--- src/hdl/qla_pkg.sv ---
// --------------------
// shared definitions for the motor-channel RTL
// address map fields, register offsets, current widths,
// DAC frame command and safety-check constants
// imported by wildcard in each module header
// --------------------
package qla_pkg;

    // --------------------
    // widths
    localparam int NUM_CHANNELS = 4;           // axes 1..4

    typedef logic [15:0] addr_t;               // register address
    typedef logic [31:0] data_t;               // register data
    typedef logic [15:0] cur_t;                // offset binary, midscale = zero
    typedef logic [3:0]  chan_t;               // addr[7:4]
    typedef logic [NUM_CHANNELS-1:0] mask_t;   // axis n at bit n-1
    typedef logic [NUM_CHANNELS*16-1:0] cur_bus_t;  // axis n at slice n-1

    // --------------------
    // address map
    // region addr[15:12], channel addr[7:4], offset addr[3:0]
    localparam logic [3:0] ADDR_MAIN        = 4'd0;

    localparam logic [3:0] OFF_STATUS       = 4'd0;   // channel 0 only
    localparam logic [3:0] OFF_ADC_DATA     = 4'd0;   // channel 1..4
    localparam logic [3:0] OFF_DAC_CTRL     = 4'd1;
    localparam logic [3:0] OFF_MOTOR_STATUS = 4'd12;

    // --------------------
    // current and safety
    localparam cur_t CUR_MIDSCALE  = 16'h8000;  // zero current
    localparam cur_t SAFETY_MARGIN = 16'h0400;  // slack on top of 2x command
    localparam int   SAFETY_LIMIT  = 8;         // consecutive bad cycles to trip

    // quad DAC: write input register and update output
    localparam logic [3:0] DAC_CMD_WRITE_UPDATE = 4'h3;

    // serializer FSM
    typedef enum logic [1:0] {
        IDLE  = 2'd0,   // waiting for dac_load
        FRAME = 2'd1,   // csel low, shifting 24 bits
        GAP   = 2'd2    // csel high between frames
    } dac_state_t;

endpackage

--- src/hdl/rt_write_arbiter.sv ---
// --------------------
// real-time block write path
// collects four quadlets, then replays them as DAC_CTRL
// writes to axes 1..4 plus one blk strobe for the DAC update
// muxes replay and host traffic onto the shared write bus
// --------------------
`timescale 1ns/1ns

module rt_write_arbiter import qla_pkg::*; (
    input  logic   sysclk,
    input  logic   reset,
    // real-time quadlets
    input  logic   rt_wen,
    input  chan_t  rt_waddr,   // word index 0..3
    input  data_t  rt_wdata,
    // host write bus
    input  logic   reg_wen,
    input  logic   blk_wen,
    input  addr_t  reg_waddr,
    input  data_t  reg_wdata,
    // merged write bus
    output logic   wen,
    output logic   blk,
    output addr_t  waddr,
    output data_t  wdata,
    output logic   rt_busy     // replay owns the bus
);

    data_t       quad [NUM_CHANNELS];  // quadlet buffer
    logic [2:0]  rp_cnt;               // 0..3 reg writes, 4 = blk strobe
    logic        rp_last;
    logic [1:0]  rp_idx;
    chan_t       rp_chan;

    // --------------------
    // quadlet capture, ignored during replay
    always_ff @(posedge sysclk) begin
        if (rt_wen && !rt_busy && (rt_waddr < chan_t'(NUM_CHANNELS))) begin
            quad[rt_waddr[1:0]] <= rt_wdata;
        end
    end

    // replay counter, kicked off by the last word
    always_ff @(posedge sysclk) begin
        if (reset) begin
            rt_busy <= 1'b0;
            rp_cnt  <= 3'd0;
        end else if (rt_busy) begin
            if (rp_last) begin
                rt_busy <= 1'b0;   // blk strobe went out this cycle
                rp_cnt  <= 3'd0;
            end else begin
                rp_cnt <= rp_cnt + 3'd1;
            end
        end else if (rt_wen && (rt_waddr == chan_t'(NUM_CHANNELS - 1))) begin
            rt_busy <= 1'b1;
            rp_cnt  <= 3'd0;
        end
    end

    assign rp_last = (rp_cnt == 3'(NUM_CHANNELS));
    assign rp_idx  = rp_last ? 2'(NUM_CHANNELS - 1) : rp_cnt[1:0];  // blk uses axis 4
    assign rp_chan = chan_t'(rp_idx) + 4'd1;

    // --------------------
    // write bus mux, host strobes dropped while busy
    always_comb begin
        if (rt_busy) begin
            wen   = ~rp_last;
            blk   = rp_last;
            waddr = {ADDR_MAIN, 4'd0, rp_chan, OFF_DAC_CTRL};
            wdata = quad[rp_idx];
        end else begin
            wen   = reg_wen;
            blk   = blk_wen;
            waddr = reg_waddr;
            wdata = reg_wdata;
        end
    end

endmodule

--- src/hdl/cur_cmd_regs.sv ---
// --------------------
// commanded-current registers for axes 1..4
// a write to DAC_CTRL stores the low 16 bits, a blk strobe
// there raises an update request, held until the DAC is idle
// --------------------
`timescale 1ns/1ns

module cur_cmd_regs import qla_pkg::*; (
    input  logic     sysclk,
    input  logic     reset,
    input  logic     wen,
    input  logic     blk,
    input  addr_t    waddr,
    input  data_t    wdata,
    input  logic     dac_busy,
    output cur_bus_t cmd_bus,    // axis n at slice n-1
    output logic     dac_load    // one-cycle start pulse
);

    chan_t  wchan;
    logic   dac_hit;   // main region, channel 1..4, DAC_CTRL
    logic   req;       // pending update
    logic   grant;

    assign wchan   = waddr[7:4];
    assign dac_hit = (waddr[15:12] == ADDR_MAIN) && (wchan != 4'd0) &&
                     (wchan <= chan_t'(NUM_CHANNELS)) && (waddr[3:0] == OFF_DAC_CTRL);

    // hold off while a load is in flight, busy shows up a cycle later
    assign grant = req && !dac_busy && !dac_load;

    // --------------------
    // command storage
    always_ff @(posedge sysclk) begin
        if (reset) begin
            cmd_bus <= {NUM_CHANNELS{CUR_MIDSCALE}};   // zero current on all axes
        end else if (wen && dac_hit) begin
            cmd_bus[(wchan - 4'd1)*16 +: 16] <= wdata[15:0];
        end
    end

    // update request, new strobes win over the grant so none get lost
    always_ff @(posedge sysclk) begin
        if (reset) begin
            req      <= 1'b0;
            dac_load <= 1'b0;
        end else begin
            if (blk && dac_hit)
                req <= 1'b1;
            else if (grant)
                req <= 1'b0;
            dac_load <= grant;
        end
    end

endmodule

--- src/hdl/dac_serializer.sv ---
// --------------------
// quad DAC serializer
// on dac_load latches all four commands and sends one
// 24-bit frame per axis with command, channel and 16 data bits
// two sysclk per bit and the DAC samples on sclk rising
// --------------------
`timescale 1ns/1ns

module dac_serializer import qla_pkg::*; (
    input  logic     sysclk,
    input  logic     reset,
    input  logic     dac_load,
    input  cur_bus_t cmd_bus,
    output logic     sclk,
    output logic     mosi,
    output logic     csel,      // active low frame select
    output logic     dac_busy
);

    dac_state_t   state;
    cur_bus_t     lat;          // snapshot so commands may move meanwhile
    logic [23:0]  shift;        // MSB on mosi
    logic [4:0]   bit_cnt;      // 0..23
    logic [1:0]   chan_cnt;     // axis-1 of the current frame
    logic [1:0]   next_chan;
    logic         phase;        // low in the sclk low half and counts the gap

    function automatic logic [23:0] dac_frame(input logic [1:0] ch, input cur_t val);
        dac_frame = {DAC_CMD_WRITE_UPDATE, 2'b00, ch, val};
    endfunction

    assign next_chan = chan_cnt + 2'd1;
    assign mosi      = shift[23];
    assign dac_busy  = (state != IDLE);

    always_ff @(posedge sysclk) begin
        if (reset) begin
            state    <= IDLE;
            sclk     <= 1'b0;
            csel     <= 1'b1;
            bit_cnt  <= 5'd0;
            chan_cnt <= 2'd0;
            phase    <= 1'b0;
        end else begin
            case (state)
                IDLE: if (dac_load) begin
                    lat      <= cmd_bus;
                    shift    <= dac_frame(2'd0, cmd_bus[15:0]);   // axis 1 first
                    chan_cnt <= 2'd0;
                    bit_cnt  <= 5'd0;
                    phase    <= 1'b0;
                    csel     <= 1'b0;
                    state    <= FRAME;
                end
                FRAME: begin
                    phase <= ~phase;
                    sclk  <= ~phase;        // rising edge mid-bit
                    if (phase) begin
                        if (bit_cnt == 5'd23) begin
                            csel  <= 1'b1;
                            state <= (chan_cnt == 2'(NUM_CHANNELS - 1)) ? IDLE : GAP;
                        end else begin
                            shift   <= {shift[22:0], 1'b0};   // next bit while sclk low
                            bit_cnt <= bit_cnt + 5'd1;
                        end
                    end
                end
                GAP: begin
                    phase <= ~phase;
                    if (phase) begin        // second gap cycle
                        chan_cnt <= next_chan;
                        shift    <= dac_frame(next_chan, lat[next_chan*16 +: 16]);
                        bit_cnt  <= 5'd0;
                        csel     <= 1'b0;
                        state    <= FRAME;
                    end
                end
                default: state <= IDLE;
            endcase
        end
    end

endmodule

--- src/hdl/safety_check.sv ---
// --------------------
// overcurrent check for one axis
// trips when |fb| > 2*|cmd| + margin for SAFETY_LIMIT
// consecutive cycles; the trip latches until cleared
// --------------------
`timescale 1ns/1ns

module safety_check import qla_pkg::*; (
    input  logic  sysclk,
    input  logic  reset,
    input  cur_t  cur_fb,
    input  cur_t  cur_cmd,
    input  logic  clear_disable,   // host clear pulse
    output logic  amp_disable
);

    cur_t         fb_mag;       // distance from midscale
    cur_t         cmd_mag;
    logic [17:0]  limit;        // 2*cmd + margin, no overflow
    logic         violate;
    logic [3:0]   viol_cnt;     // consecutive violating cycles

    // --------------------
    // magnitudes around zero current
    assign fb_mag  = (cur_fb >= CUR_MIDSCALE) ? (cur_fb - CUR_MIDSCALE)
                                              : (CUR_MIDSCALE - cur_fb);
    assign cmd_mag = (cur_cmd >= CUR_MIDSCALE) ? (cur_cmd - CUR_MIDSCALE)
                                               : (CUR_MIDSCALE - cur_cmd);

    assign limit   = {1'b0, cmd_mag, 1'b0} + {2'b00, SAFETY_MARGIN};
    assign violate = ({2'b00, fb_mag} > limit);

    // --------------------
    // counter and latch
    always_ff @(posedge sysclk) begin
        if (reset || clear_disable) begin
            viol_cnt    <= 4'd0;   // clear restarts the count too
            amp_disable <= 1'b0;
        end else if (violate) begin
            if (viol_cnt != 4'(SAFETY_LIMIT))
                viol_cnt <= viol_cnt + 4'd1;   // saturate at limit
            if (viol_cnt == 4'(SAFETY_LIMIT - 1))
                amp_disable <= 1'b1;
        end else begin
            viol_cnt <= 4'd0;   // one good cycle breaks the run
        end
    end

endmodule

--- src/hdl/board_regs.sv ---
// --------------------
// channel-0 status register and register read mux
// a write to the status register clears latched amp
// disables, one bit per axis, one cycle later
// reads are combinational from the decoded read address
// --------------------
`timescale 1ns/1ns

module board_regs import qla_pkg::*; (
    input  logic      sysclk,
    input  logic      reset,
    input  logic [3:0] wenid,        // rotary switch, active low
    input  logic      wen,
    input  addr_t     waddr,
    input  data_t     wdata,
    input  addr_t     reg_raddr,
    input  cur_bus_t  cur_fb,
    input  cur_bus_t  cmd_bus,
    input  mask_t     amp_disable,
    output mask_t     clear_disable, // pulses to the safety checks
    output data_t     reg_rdata
);

    logic [3:0] board_id;
    logic       status_wr;
    chan_t      rd_chan;
    logic [3:0] rd_off;
    logic [1:0] rd_ax;               // axis-1 of the read channel
    cur_t       rd_fb;
    cur_t       rd_cmd;

    assign board_id  = ~wenid;
    assign status_wr = wen && (waddr[15:12] == ADDR_MAIN) && (waddr[7:4] == 4'd0) &&
                       (waddr[3:0] == OFF_STATUS);

    // --------------------
    // clear pulses, single cycle
    always_ff @(posedge sysclk) begin
        if (reset)
            clear_disable <= '0;
        else
            clear_disable <= status_wr ? wdata[NUM_CHANNELS-1:0] : '0;
    end

    // --------------------
    // read mux
    assign rd_chan = reg_raddr[7:4];
    assign rd_off  = reg_raddr[3:0];
    assign rd_ax   = rd_chan[1:0] - 2'd1;   // channel 4 wraps to index 3
    assign rd_fb   = cur_fb[rd_ax*16 +: 16];
    assign rd_cmd  = cmd_bus[rd_ax*16 +: 16];

    always_comb begin
        reg_rdata = '0;   // unmapped reads give 0
        if (reg_raddr[15:12] == ADDR_MAIN) begin
            if (rd_chan == 4'd0) begin
                if (rd_off == OFF_STATUS)
                    reg_rdata = {4'd0, board_id, {(24 - NUM_CHANNELS){1'b0}}, amp_disable};
            end else if (rd_chan <= chan_t'(NUM_CHANNELS)) begin
                case (rd_off)
                    OFF_ADC_DATA:     reg_rdata = {16'd0, rd_fb};
                    OFF_DAC_CTRL:     reg_rdata = {16'd0, rd_cmd};
                    OFF_MOTOR_STATUS: reg_rdata = {3'b000, ~amp_disable[rd_ax], 12'd0, rd_cmd};
                    default:          reg_rdata = '0;
                endcase
            end
        end
    end

endmodule

--- src/hdl/qla_motor_top.sv ---
// --------------------
// motor-channel top level
// host and real-time writes share one bus into the command
// registers; commands go out to the quad DAC and feed one
// overcurrent check per axis
// --------------------
`timescale 1ns/1ns

module qla_motor_top import qla_pkg::*; (
    input  logic       sysclk,
    input  logic       reset,
    // host write bus
    input  logic       reg_wen,
    input  logic       blk_wen,
    input  addr_t      reg_waddr,
    input  data_t      reg_wdata,
    // host read bus, combinational
    input  addr_t      reg_raddr,
    output data_t      reg_rdata,
    // real-time block
    input  logic       rt_wen,
    input  chan_t      rt_waddr,
    input  data_t      rt_wdata,
    output logic       rt_busy,
    // feedback and board
    input  cur_bus_t   cur_fb,
    input  logic [3:0] wenid,
    // quad DAC
    output logic       sclk,
    output logic       mosi,
    output logic       csel,
    output mask_t      amp_disable
);

    // merged write bus
    logic     wen;
    logic     blk;
    addr_t    waddr;
    data_t    wdata;

    cur_bus_t cmd_bus;
    logic     dac_load;
    logic     dac_busy;
    mask_t    clear_disable;

    // --------------------
    rt_write_arbiter rt_arb_i (
        .sysclk, .reset,
        .rt_wen, .rt_waddr, .rt_wdata,
        .reg_wen, .blk_wen, .reg_waddr, .reg_wdata,
        .wen, .blk, .waddr, .wdata,
        .rt_busy
    );

    cur_cmd_regs cmd_regs_i (
        .sysclk, .reset,
        .wen, .blk, .waddr, .wdata,
        .dac_busy, .cmd_bus, .dac_load
    );

    dac_serializer dac_i (
        .sysclk, .reset,
        .dac_load, .cmd_bus,
        .sclk, .mosi, .csel, .dac_busy
    );

    board_regs chan0_i (
        .sysclk, .reset, .wenid,
        .wen, .waddr, .wdata,
        .reg_raddr, .cur_fb, .cmd_bus,
        .amp_disable, .clear_disable, .reg_rdata
    );

    // --------------------
    // one safety check per axis
    for (genvar i = 0; i < NUM_CHANNELS; i++) begin : g_safe
        safety_check safe_i (
            .sysclk        (sysclk),
            .reset         (reset),
            .cur_fb        (cur_fb[i*16 +: 16]),
            .cur_cmd       (cmd_bus[i*16 +: 16]),
            .clear_disable (clear_disable[i]),
            .amp_disable   (amp_disable[i])
        );
    end

endmodule

--- config.mk ---
export PLATFORM = sky130hd
export DESIGN_NAME = qla_motor_top
export DESIGN_NICKNAME = d
export VERILOG_FILES = /design/src/hdl/qla_pkg.sv /design/src/hdl/rt_write_arbiter.sv /design/src/hdl/cur_cmd_regs.sv /design/src/hdl/dac_serializer.sv /design/src/hdl/safety_check.sv /design/src/hdl/board_regs.sv /design/src/hdl/qla_motor_top.sv
export SDC_FILE = /design/constraint.sdc
export NUM_CORES = 1
export LEC_CHECK = 0
export ABC_AREA = 1
export BUFFER_PORTS_ARGS = -buffer_cell sky130_fd_sc_hd__clkbuf_2
export CORE_ASPECT_RATIO = 0.75
export CORE_UTILIZATION = 55
export DETAILED_ROUTE_END_ITERATION = 10
export PLACE_DENSITY_LB_ADDON = 0.2
export SLEW_MARGIN = 20
export SYNTH_ARGS = -nofsm -noshare
export SYNTH_HDL_FRONTEND = slang
export SYNTH_HIERARCHICAL = 1
export SYNTH_SLANG_ARGS = --single-unit
export TNS_END_PERCENT = 5
--- constraint.sdc ---
create_clock -name sysclk -period 7.37 [get_ports sysclk]
set_clock_uncertainty 0.1 [all_clocks]
set_input_delay 0.737 -clock sysclk [delete_from_list [all_inputs] [get_ports sysclk]]
set_output_delay 0.737 -clock sysclk [all_outputs]
set_load 0.1 [all_outputs]
* Yosys cells after proc, flatten, opt, wreduce, memory -nomap -nowiden
Memories as Yosys holds them, arrays and structs flattened.
Index checks and enable logic that the tools add are counted.
** Word-level totals
- Register bits after elaboration :: 194
- Memory bits (writable) :: 128
- Input port bits :: 173
- Output and inout port bits :: 40
- Word-level logic and storage cells :: 214
- Memories kept :: 1
** Memory list
- rt_arb_i.quad :: depth 4, bits a word 32, read ports 1, clocked after memory_dff 0, wr ports 1, RTL line rt_write_arbiter.sv:29 : data_t quad [NUM_CHANNELS];
** Cells by class
- Add/sub/neg operators :: 31
- Magnitude comparators :: 16
- Eq/ne operators :: 22
- Shift-type cells :: 5
- Multiplexer cells :: 56
- Bitwise gates (word level) :: 10
- Reduce and logical (&&, ||, !) cells :: 51
** Operators with widths (number)
- 64-bit by 7-bit variable part select with 16-bit output :: 3
- 16-bit 2-to-1 mux :: 10
- 16-bit greater-or-equal comparator, second input constant :: 8
- 16-bit subtractor, first input constant :: 8
- 16-bit subtractor, second input constant :: 8
- 24-bit 2-to-1 mux :: 4
- 32-bit 2-to-1 mux :: 3
- 29-bit one-hot mux with 3 select lines :: 1
- 17-bit by 11-bit adder with 18-bit output, second input constant :: 4
- 16-bit by 18-bit > comparator with 1-bit output :: 4
- 24-bit one-hot mux with 3 select lines :: 1
- 64-bit bitwise mux :: 1
- 16-bit by 34-bit variable shift with 64-bit output, first input constant :: 1
- 16-bit by 34-bit variable part select with 64-bit output :: 1
- 32-bit negator with 34-bit output :: 1
- 28-bit 2-to-1 mux :: 1
- 4-bit logical NOT :: 6
- 5-bit 2-to-1 mux :: 4
- 4-bit by 1-bit adder with 4-bit output, second input constant :: 4
- 4-bit by 3-bit == test with 1-bit output, second input constant :: 4
- 2-bit 2-to-1 mux :: 8
- 4-bit inequality test, second input constant :: 4
- 5-bit one-hot mux with 3 select lines :: 1
- 1-bit 2-to-1 mux :: 14
- other kinds (39) :: 87

* Depth between registers and ports, before layout
- Depth after elaboration :: 10
- Mapped depth :: 32
- Depth with buffers taken out :: 25

* Modules after synthesis
Netlist, hierarchy kept.
** By module, submodules not included
- rt_write_arbiter :: times used 1, cells each 625, area an instance 6318.6 µm²
- dac_serializer :: times used 1, cells each 381, area an instance 4257.8 µm²
- cur_cmd_regs :: times used 1, cells each 514, area an instance 3398.3 µm²
- safety_check at g_safe[1].safe_i ... :: times used 2, cells each 247, area an instance 1526.5 µm²
- board_regs :: times used 1, cells each 353, area an instance 1760.4 µm²
- safety_check at g_safe[0].safe_i :: times used 1, cells each 247, area an instance 1497.7 µm²
- safety_check at g_safe[3].safe_i :: times used 1, cells each 246, area an instance 1496.4 µm²

* Worst setup path after synthesis
Ideal clock, no wire load.
- Kind :: register to register
- From :: reg rt_arb_i.rt_busy
- To :: reg cmd_regs_i.cmd_bus[57]
- Setup time :: 0.113 ns
- Arrival :: 4.426 ns
- Required time :: 7.157 ns
- Slack :: 2.731 ns
- Cell stages (with the launch flop) :: 26
- Buffers on the path :: 7
- Period minus slack after synthesis :: 4.639 ns
- Cell sequence :: dfxtp_1 buf_2 buf_2 buf_2 nor2_1 nor2_1 inv_2 buf_6 clkbuf_1 ha_1 buf_4 nand2_1 inv_2 nand3_1 inv_1 nand2_1 ha_1 nor2_1 nand3_1 nor2_1 nand4_4 nor2_4 buf_6 nand2_1 nand2_1 nor2_1
** Between the ends
- Word-level cells in the longest chain between the ends :: 6
** RTL lines
- start, declared :: RTL line rt_write_arbiter.sv:26 : output logic rt_busy
- start signal, assigned :: RTL line rt_write_arbiter.sv:46 : rt_busy <= 1'b0;
- start signal, assigned :: RTL line rt_write_arbiter.sv:50 : rt_busy <= 1'b0;
- start signal, assigned :: RTL line rt_write_arbiter.sv:56 : rt_busy <= 1'b1;
- 16-bit 2-to-1 mux * :: RTL line rt_write_arbiter.sv:68 : if (rt_busy) begin
- via waddr[4] :: RTL line qla_motor_top.sv:38 : addr_t waddr;
- parallel branches: the longest is 5 deep, another holds 32-bit negator with 34-bit output
- end signal, assigned :: RTL line cur_cmd_regs.sv:36 : cmd_bus <= {NUM_CHANNELS{CUR_MIDSCALE}};
- end signal, assigned by index :: RTL line cur_cmd_regs.sv:38 : cmd_bus[(wchan - 4'd1)*16 +: 16] <= wdata[15:0];
- end, declared :: RTL line cur_cmd_regs.sv:16 : output cur_bus_t cmd_bus,
Mark *: on every way through the listed nets, which the timed path passes.
A chain may end at the register's enable or synchronous reset.

* Worst setup path in the final report
- From :: reg rt_arb_i.rt_busy
- To :: reg cmd_regs_i.cmd_bus[63]
Same word-level chain as after synthesis.

==> run summary <==
The flow ran to the end, and the final reports show no timing, DRC or antenna violations. The H-tree level count is 1. The count of filler cells inserted in the layout is 3,168. The endpoint identified for the worst register-to-register timing path is cmd_regs_i/cmd_bus[63]. The top cell types in the final layout, fill and taps aside, are 584 x nand2_1, 416 x nor2_1, 273 x inv_1. The total power per unit cell area came out at 172 nW/um^2. The final hold violation count is 0. The longest clock path from root to sink contains 3 buffers. The ratio of final minimum period to clock period is 65.3%. Dividing the detail-routed wire length by the instance count gives 17.3 um. Setup violations remaining at the end of the flow were counted as 0.

In this run the most critical hold path is launched from rt_wdata[8]. The total track usage came out at 30.6%. The cell sitting at the root of the clock tree is a clkbuf_16. The vertical die dimension is 163 um.

The floorplan die width is 216 um. The endpoint required time on the critical path is 7.66 ns. The number of optimization iterations in the first detailed-route pass came out at 6.

The tree built by TritonCTS fans out to 258 sinks. The violation count after the first detailed-routing iteration came out at 1,941. The via count of the first global-routing pass is 15,683. The total number of nets in the final design came out at 2,958. The largest single stage delay on the critical path is 0.62 ns. The die covers 35,100 sq um. In this run the static leakage power is 9.26 nW.

The startpoint of the most critical register-to-register path is rt_arb_i/rt_busy. Of all nets on the critical path, the largest fanout is 55. TritonCTS built the clock tree.

The clock reaches the later pin of the worst-skew pair after 0.54 ns. The critical path goes through buf_4, nor2_1, nor2_1, inv_2, ha_1, buf_4, nand2_1, inv_2, nand3_1, inv_1, nand2_1, ha_1, nor2_1, nand3_1, nor2_1, nand3_1, nor2_2, nand2_1, nand2_1, nand3_1. The post-detailed-placement half-perimeter wirelength came out at 40,200 um.

The post-synthesis instance area came out at 18,900 sq um. The path class of the tightest hold or removal check is in2reg. The effective utilization at floorplan is 56.1%.

The pin count of the biggest net entering global routing is 68. The mean post-synth cell area is 7.29 sq um. The number of buffers created by CTS is 27. The layout-stage area growth over the synthesis result is 8.40%. For this run, the number of Yosys warnings is 6.

The area inside the core boundary came out at 33,700 sq um. The max-slew violation total from the final report came out at 0. Setup slack on the worst reg-to-reg path comes out at 2.56 ns. For this design the top-level I/O count stands at 213. The kind of end point of the critical path is a register. The family with the most delay on the worst path is simple AND/OR/NAND/NOR gates. The max-slew headroom at the worst pin came out at 29.2%. The share of layout cells above drive strength 1 came out at 14.5%. The critical path contains buffers and inverters numbering 5 combined.

The footprint of the multi-input gates is 10,200 sq um. The synthesized instance count came out at 2,593. The detail route stage leaves a number of antenna-violating nets equal to 0. The number of setup buffers added after CTS is 0.

The total of buffers placed on input and output ports came out at 161. For the final routed database, the setup TNS stands at 0 ns. The worst setup path is launched from a register. The number of instances resized during post-cts repair came out at 0. The total power of the final layout came out at 3.52 mW. The critical path start-end classification is reg2reg. The total via count after detailed routing is 17,469.

The slowest stage of the critical path belongs to the cell nor2_2. The library cell used most frequently in the layout, excluding fill and tap cells, is nand2_1. The congestion estimate from routability-driven global placement came to 0.993.

The largest voltage drop on the vdd net came out at 0.000224 V. Subtracting the final worst setup slack from the clock period gives 4.81 ns. Setup repair after global routing left no endpoint under its margin.

The wire length after detailed routing is 54,700 um. The total grt overflow came out at 0. The remaining routing DRC violations is 0. The CTS clock-pin slew for the worst setup and hold paths is 0.06 ns. The register cell area after layout came out at 6690 sq um. The number of buffers added to fix hold violations after cts is 0. The path with the worst hold slack has its endpoint at rt_arb_i/quad[0][8]. Based on the critical path, the design can be clocked at up to 208 MHz. The depth of the most critical reg-to-reg path came out at 20. Data on the critical path arrives at its endpoint at 5.10 ns.

In the routed layout, each cell is associated on average with a via count of 5.53. Max-cap violations in this run came to 0. The first global-routing pass estimated 84,500 um of wire. The measured slew at the worst slew-check pin came out at 1.06 ns. The number of placement rows is 58.

The number of inserted diodes came out at 0. The initial antenna violation count came out at 0. The count of cells along the worst hold path came out at 1.
==> power breakdown <==
group          internal (mW)  switching, mW  total, mW
clock                  0.753          0.568       1.32
combinational          0.187          0.442      0.629
sequential              1.55         0.0164       1.57
==> worst reg2reg max path: cells and delay by family, from the launching register on <==
family | cells | cell delay [ns]
and+or+nand+nor | 13 | 2.37
buffers and inverters | 5 | 1.15
adders and majority gates | 2 | 0.63
DFF | 1 | 0.43
==> final cells by class <==
class | instances | area share, %
Tap cell | 450 | 2.75
Clock inverter | 13 | 0.501
Clock buffer | 36 | 3.66
Timing Repair Buffer | 183 | 4.74
Sequential cell | 258 | 32.6
Multi-Input combinational cell | 1907 | 50.0
Inverter | 310 | 5.69
==> per-stage QoR <==
step	area, sq um	utilization, %	hold slack, ns	setup slack (ns)	cells
global placement	19600	58.3	0.351	2.73	3108
global route	20500	60.9	0.294	2.13	3157
finish	20500	60.9	0.307	2.56	3157
floorplan	18900	-	0.337	2.74	2603
CTS	20500	60.8	0.295	2.62	3157
detailed placement	19600	58.3	0.362	2.64	3108
==> layer usage <==
metal / up-vias / share of wire, % / global-route usage, %
met2: 697 / 43 / 46.5
met5: - / 0 / 0
met4: 0 / 2.5 / 7.30
met3: 100 / 9.9 / 6.07
met1: 8111 / 44 / 44.7
li1: 8561 / - / -
==> state kept, by name, summed over array words and instances, names as in the netlist, 2 cells and up <==
register and flops:
dac_i/state 2, rt_arb_i/quad 64, rt_arb_i/rp_cnt 3, g_safe.safe_i/amp_disable 4
cmd_regs_i/cmd_bus 64, dac_i/shift 24, chan0_i/clear_disable 4, g_safe.safe_i/viol_cnt 16
dac_i/chan_cnt 2, dac_i/bit_cnt 5, dac_i/lat 64
==> how the worst max path moves through the flow <==
| stage | start | endpoint | slack (ns) | cells after the start |
|---|---|---|---|---|
| 6_report | rt_arb_i/rt_busy | cmd_regs_i/cmd_bus[63] | 2.56 | 20 |
| 5_1_grt | rt_arb_i/rp_cnt[1] | cmd_regs_i/cmd_bus[48] | 2.13 | 25 |
| 4_1_cts | rt_arb_i/rt_busy | cmd_regs_i/cmd_bus[38] | 2.62 | 21 |
| 3_5_place_dp | rt_arb_i/rt_busy | cmd_regs_i/cmd_bus[63] | 2.64 | 20 |
| 3_3_place_gp | rt_arb_i/rt_busy | cmd_regs_i/cmd_bus[63] | 2.73 | 20 |
| 2_1_floorplan | reg_raddr[4] | reg_rdata[28] | 2.74 | 9 |
Power figures use the tool's default switching activity.
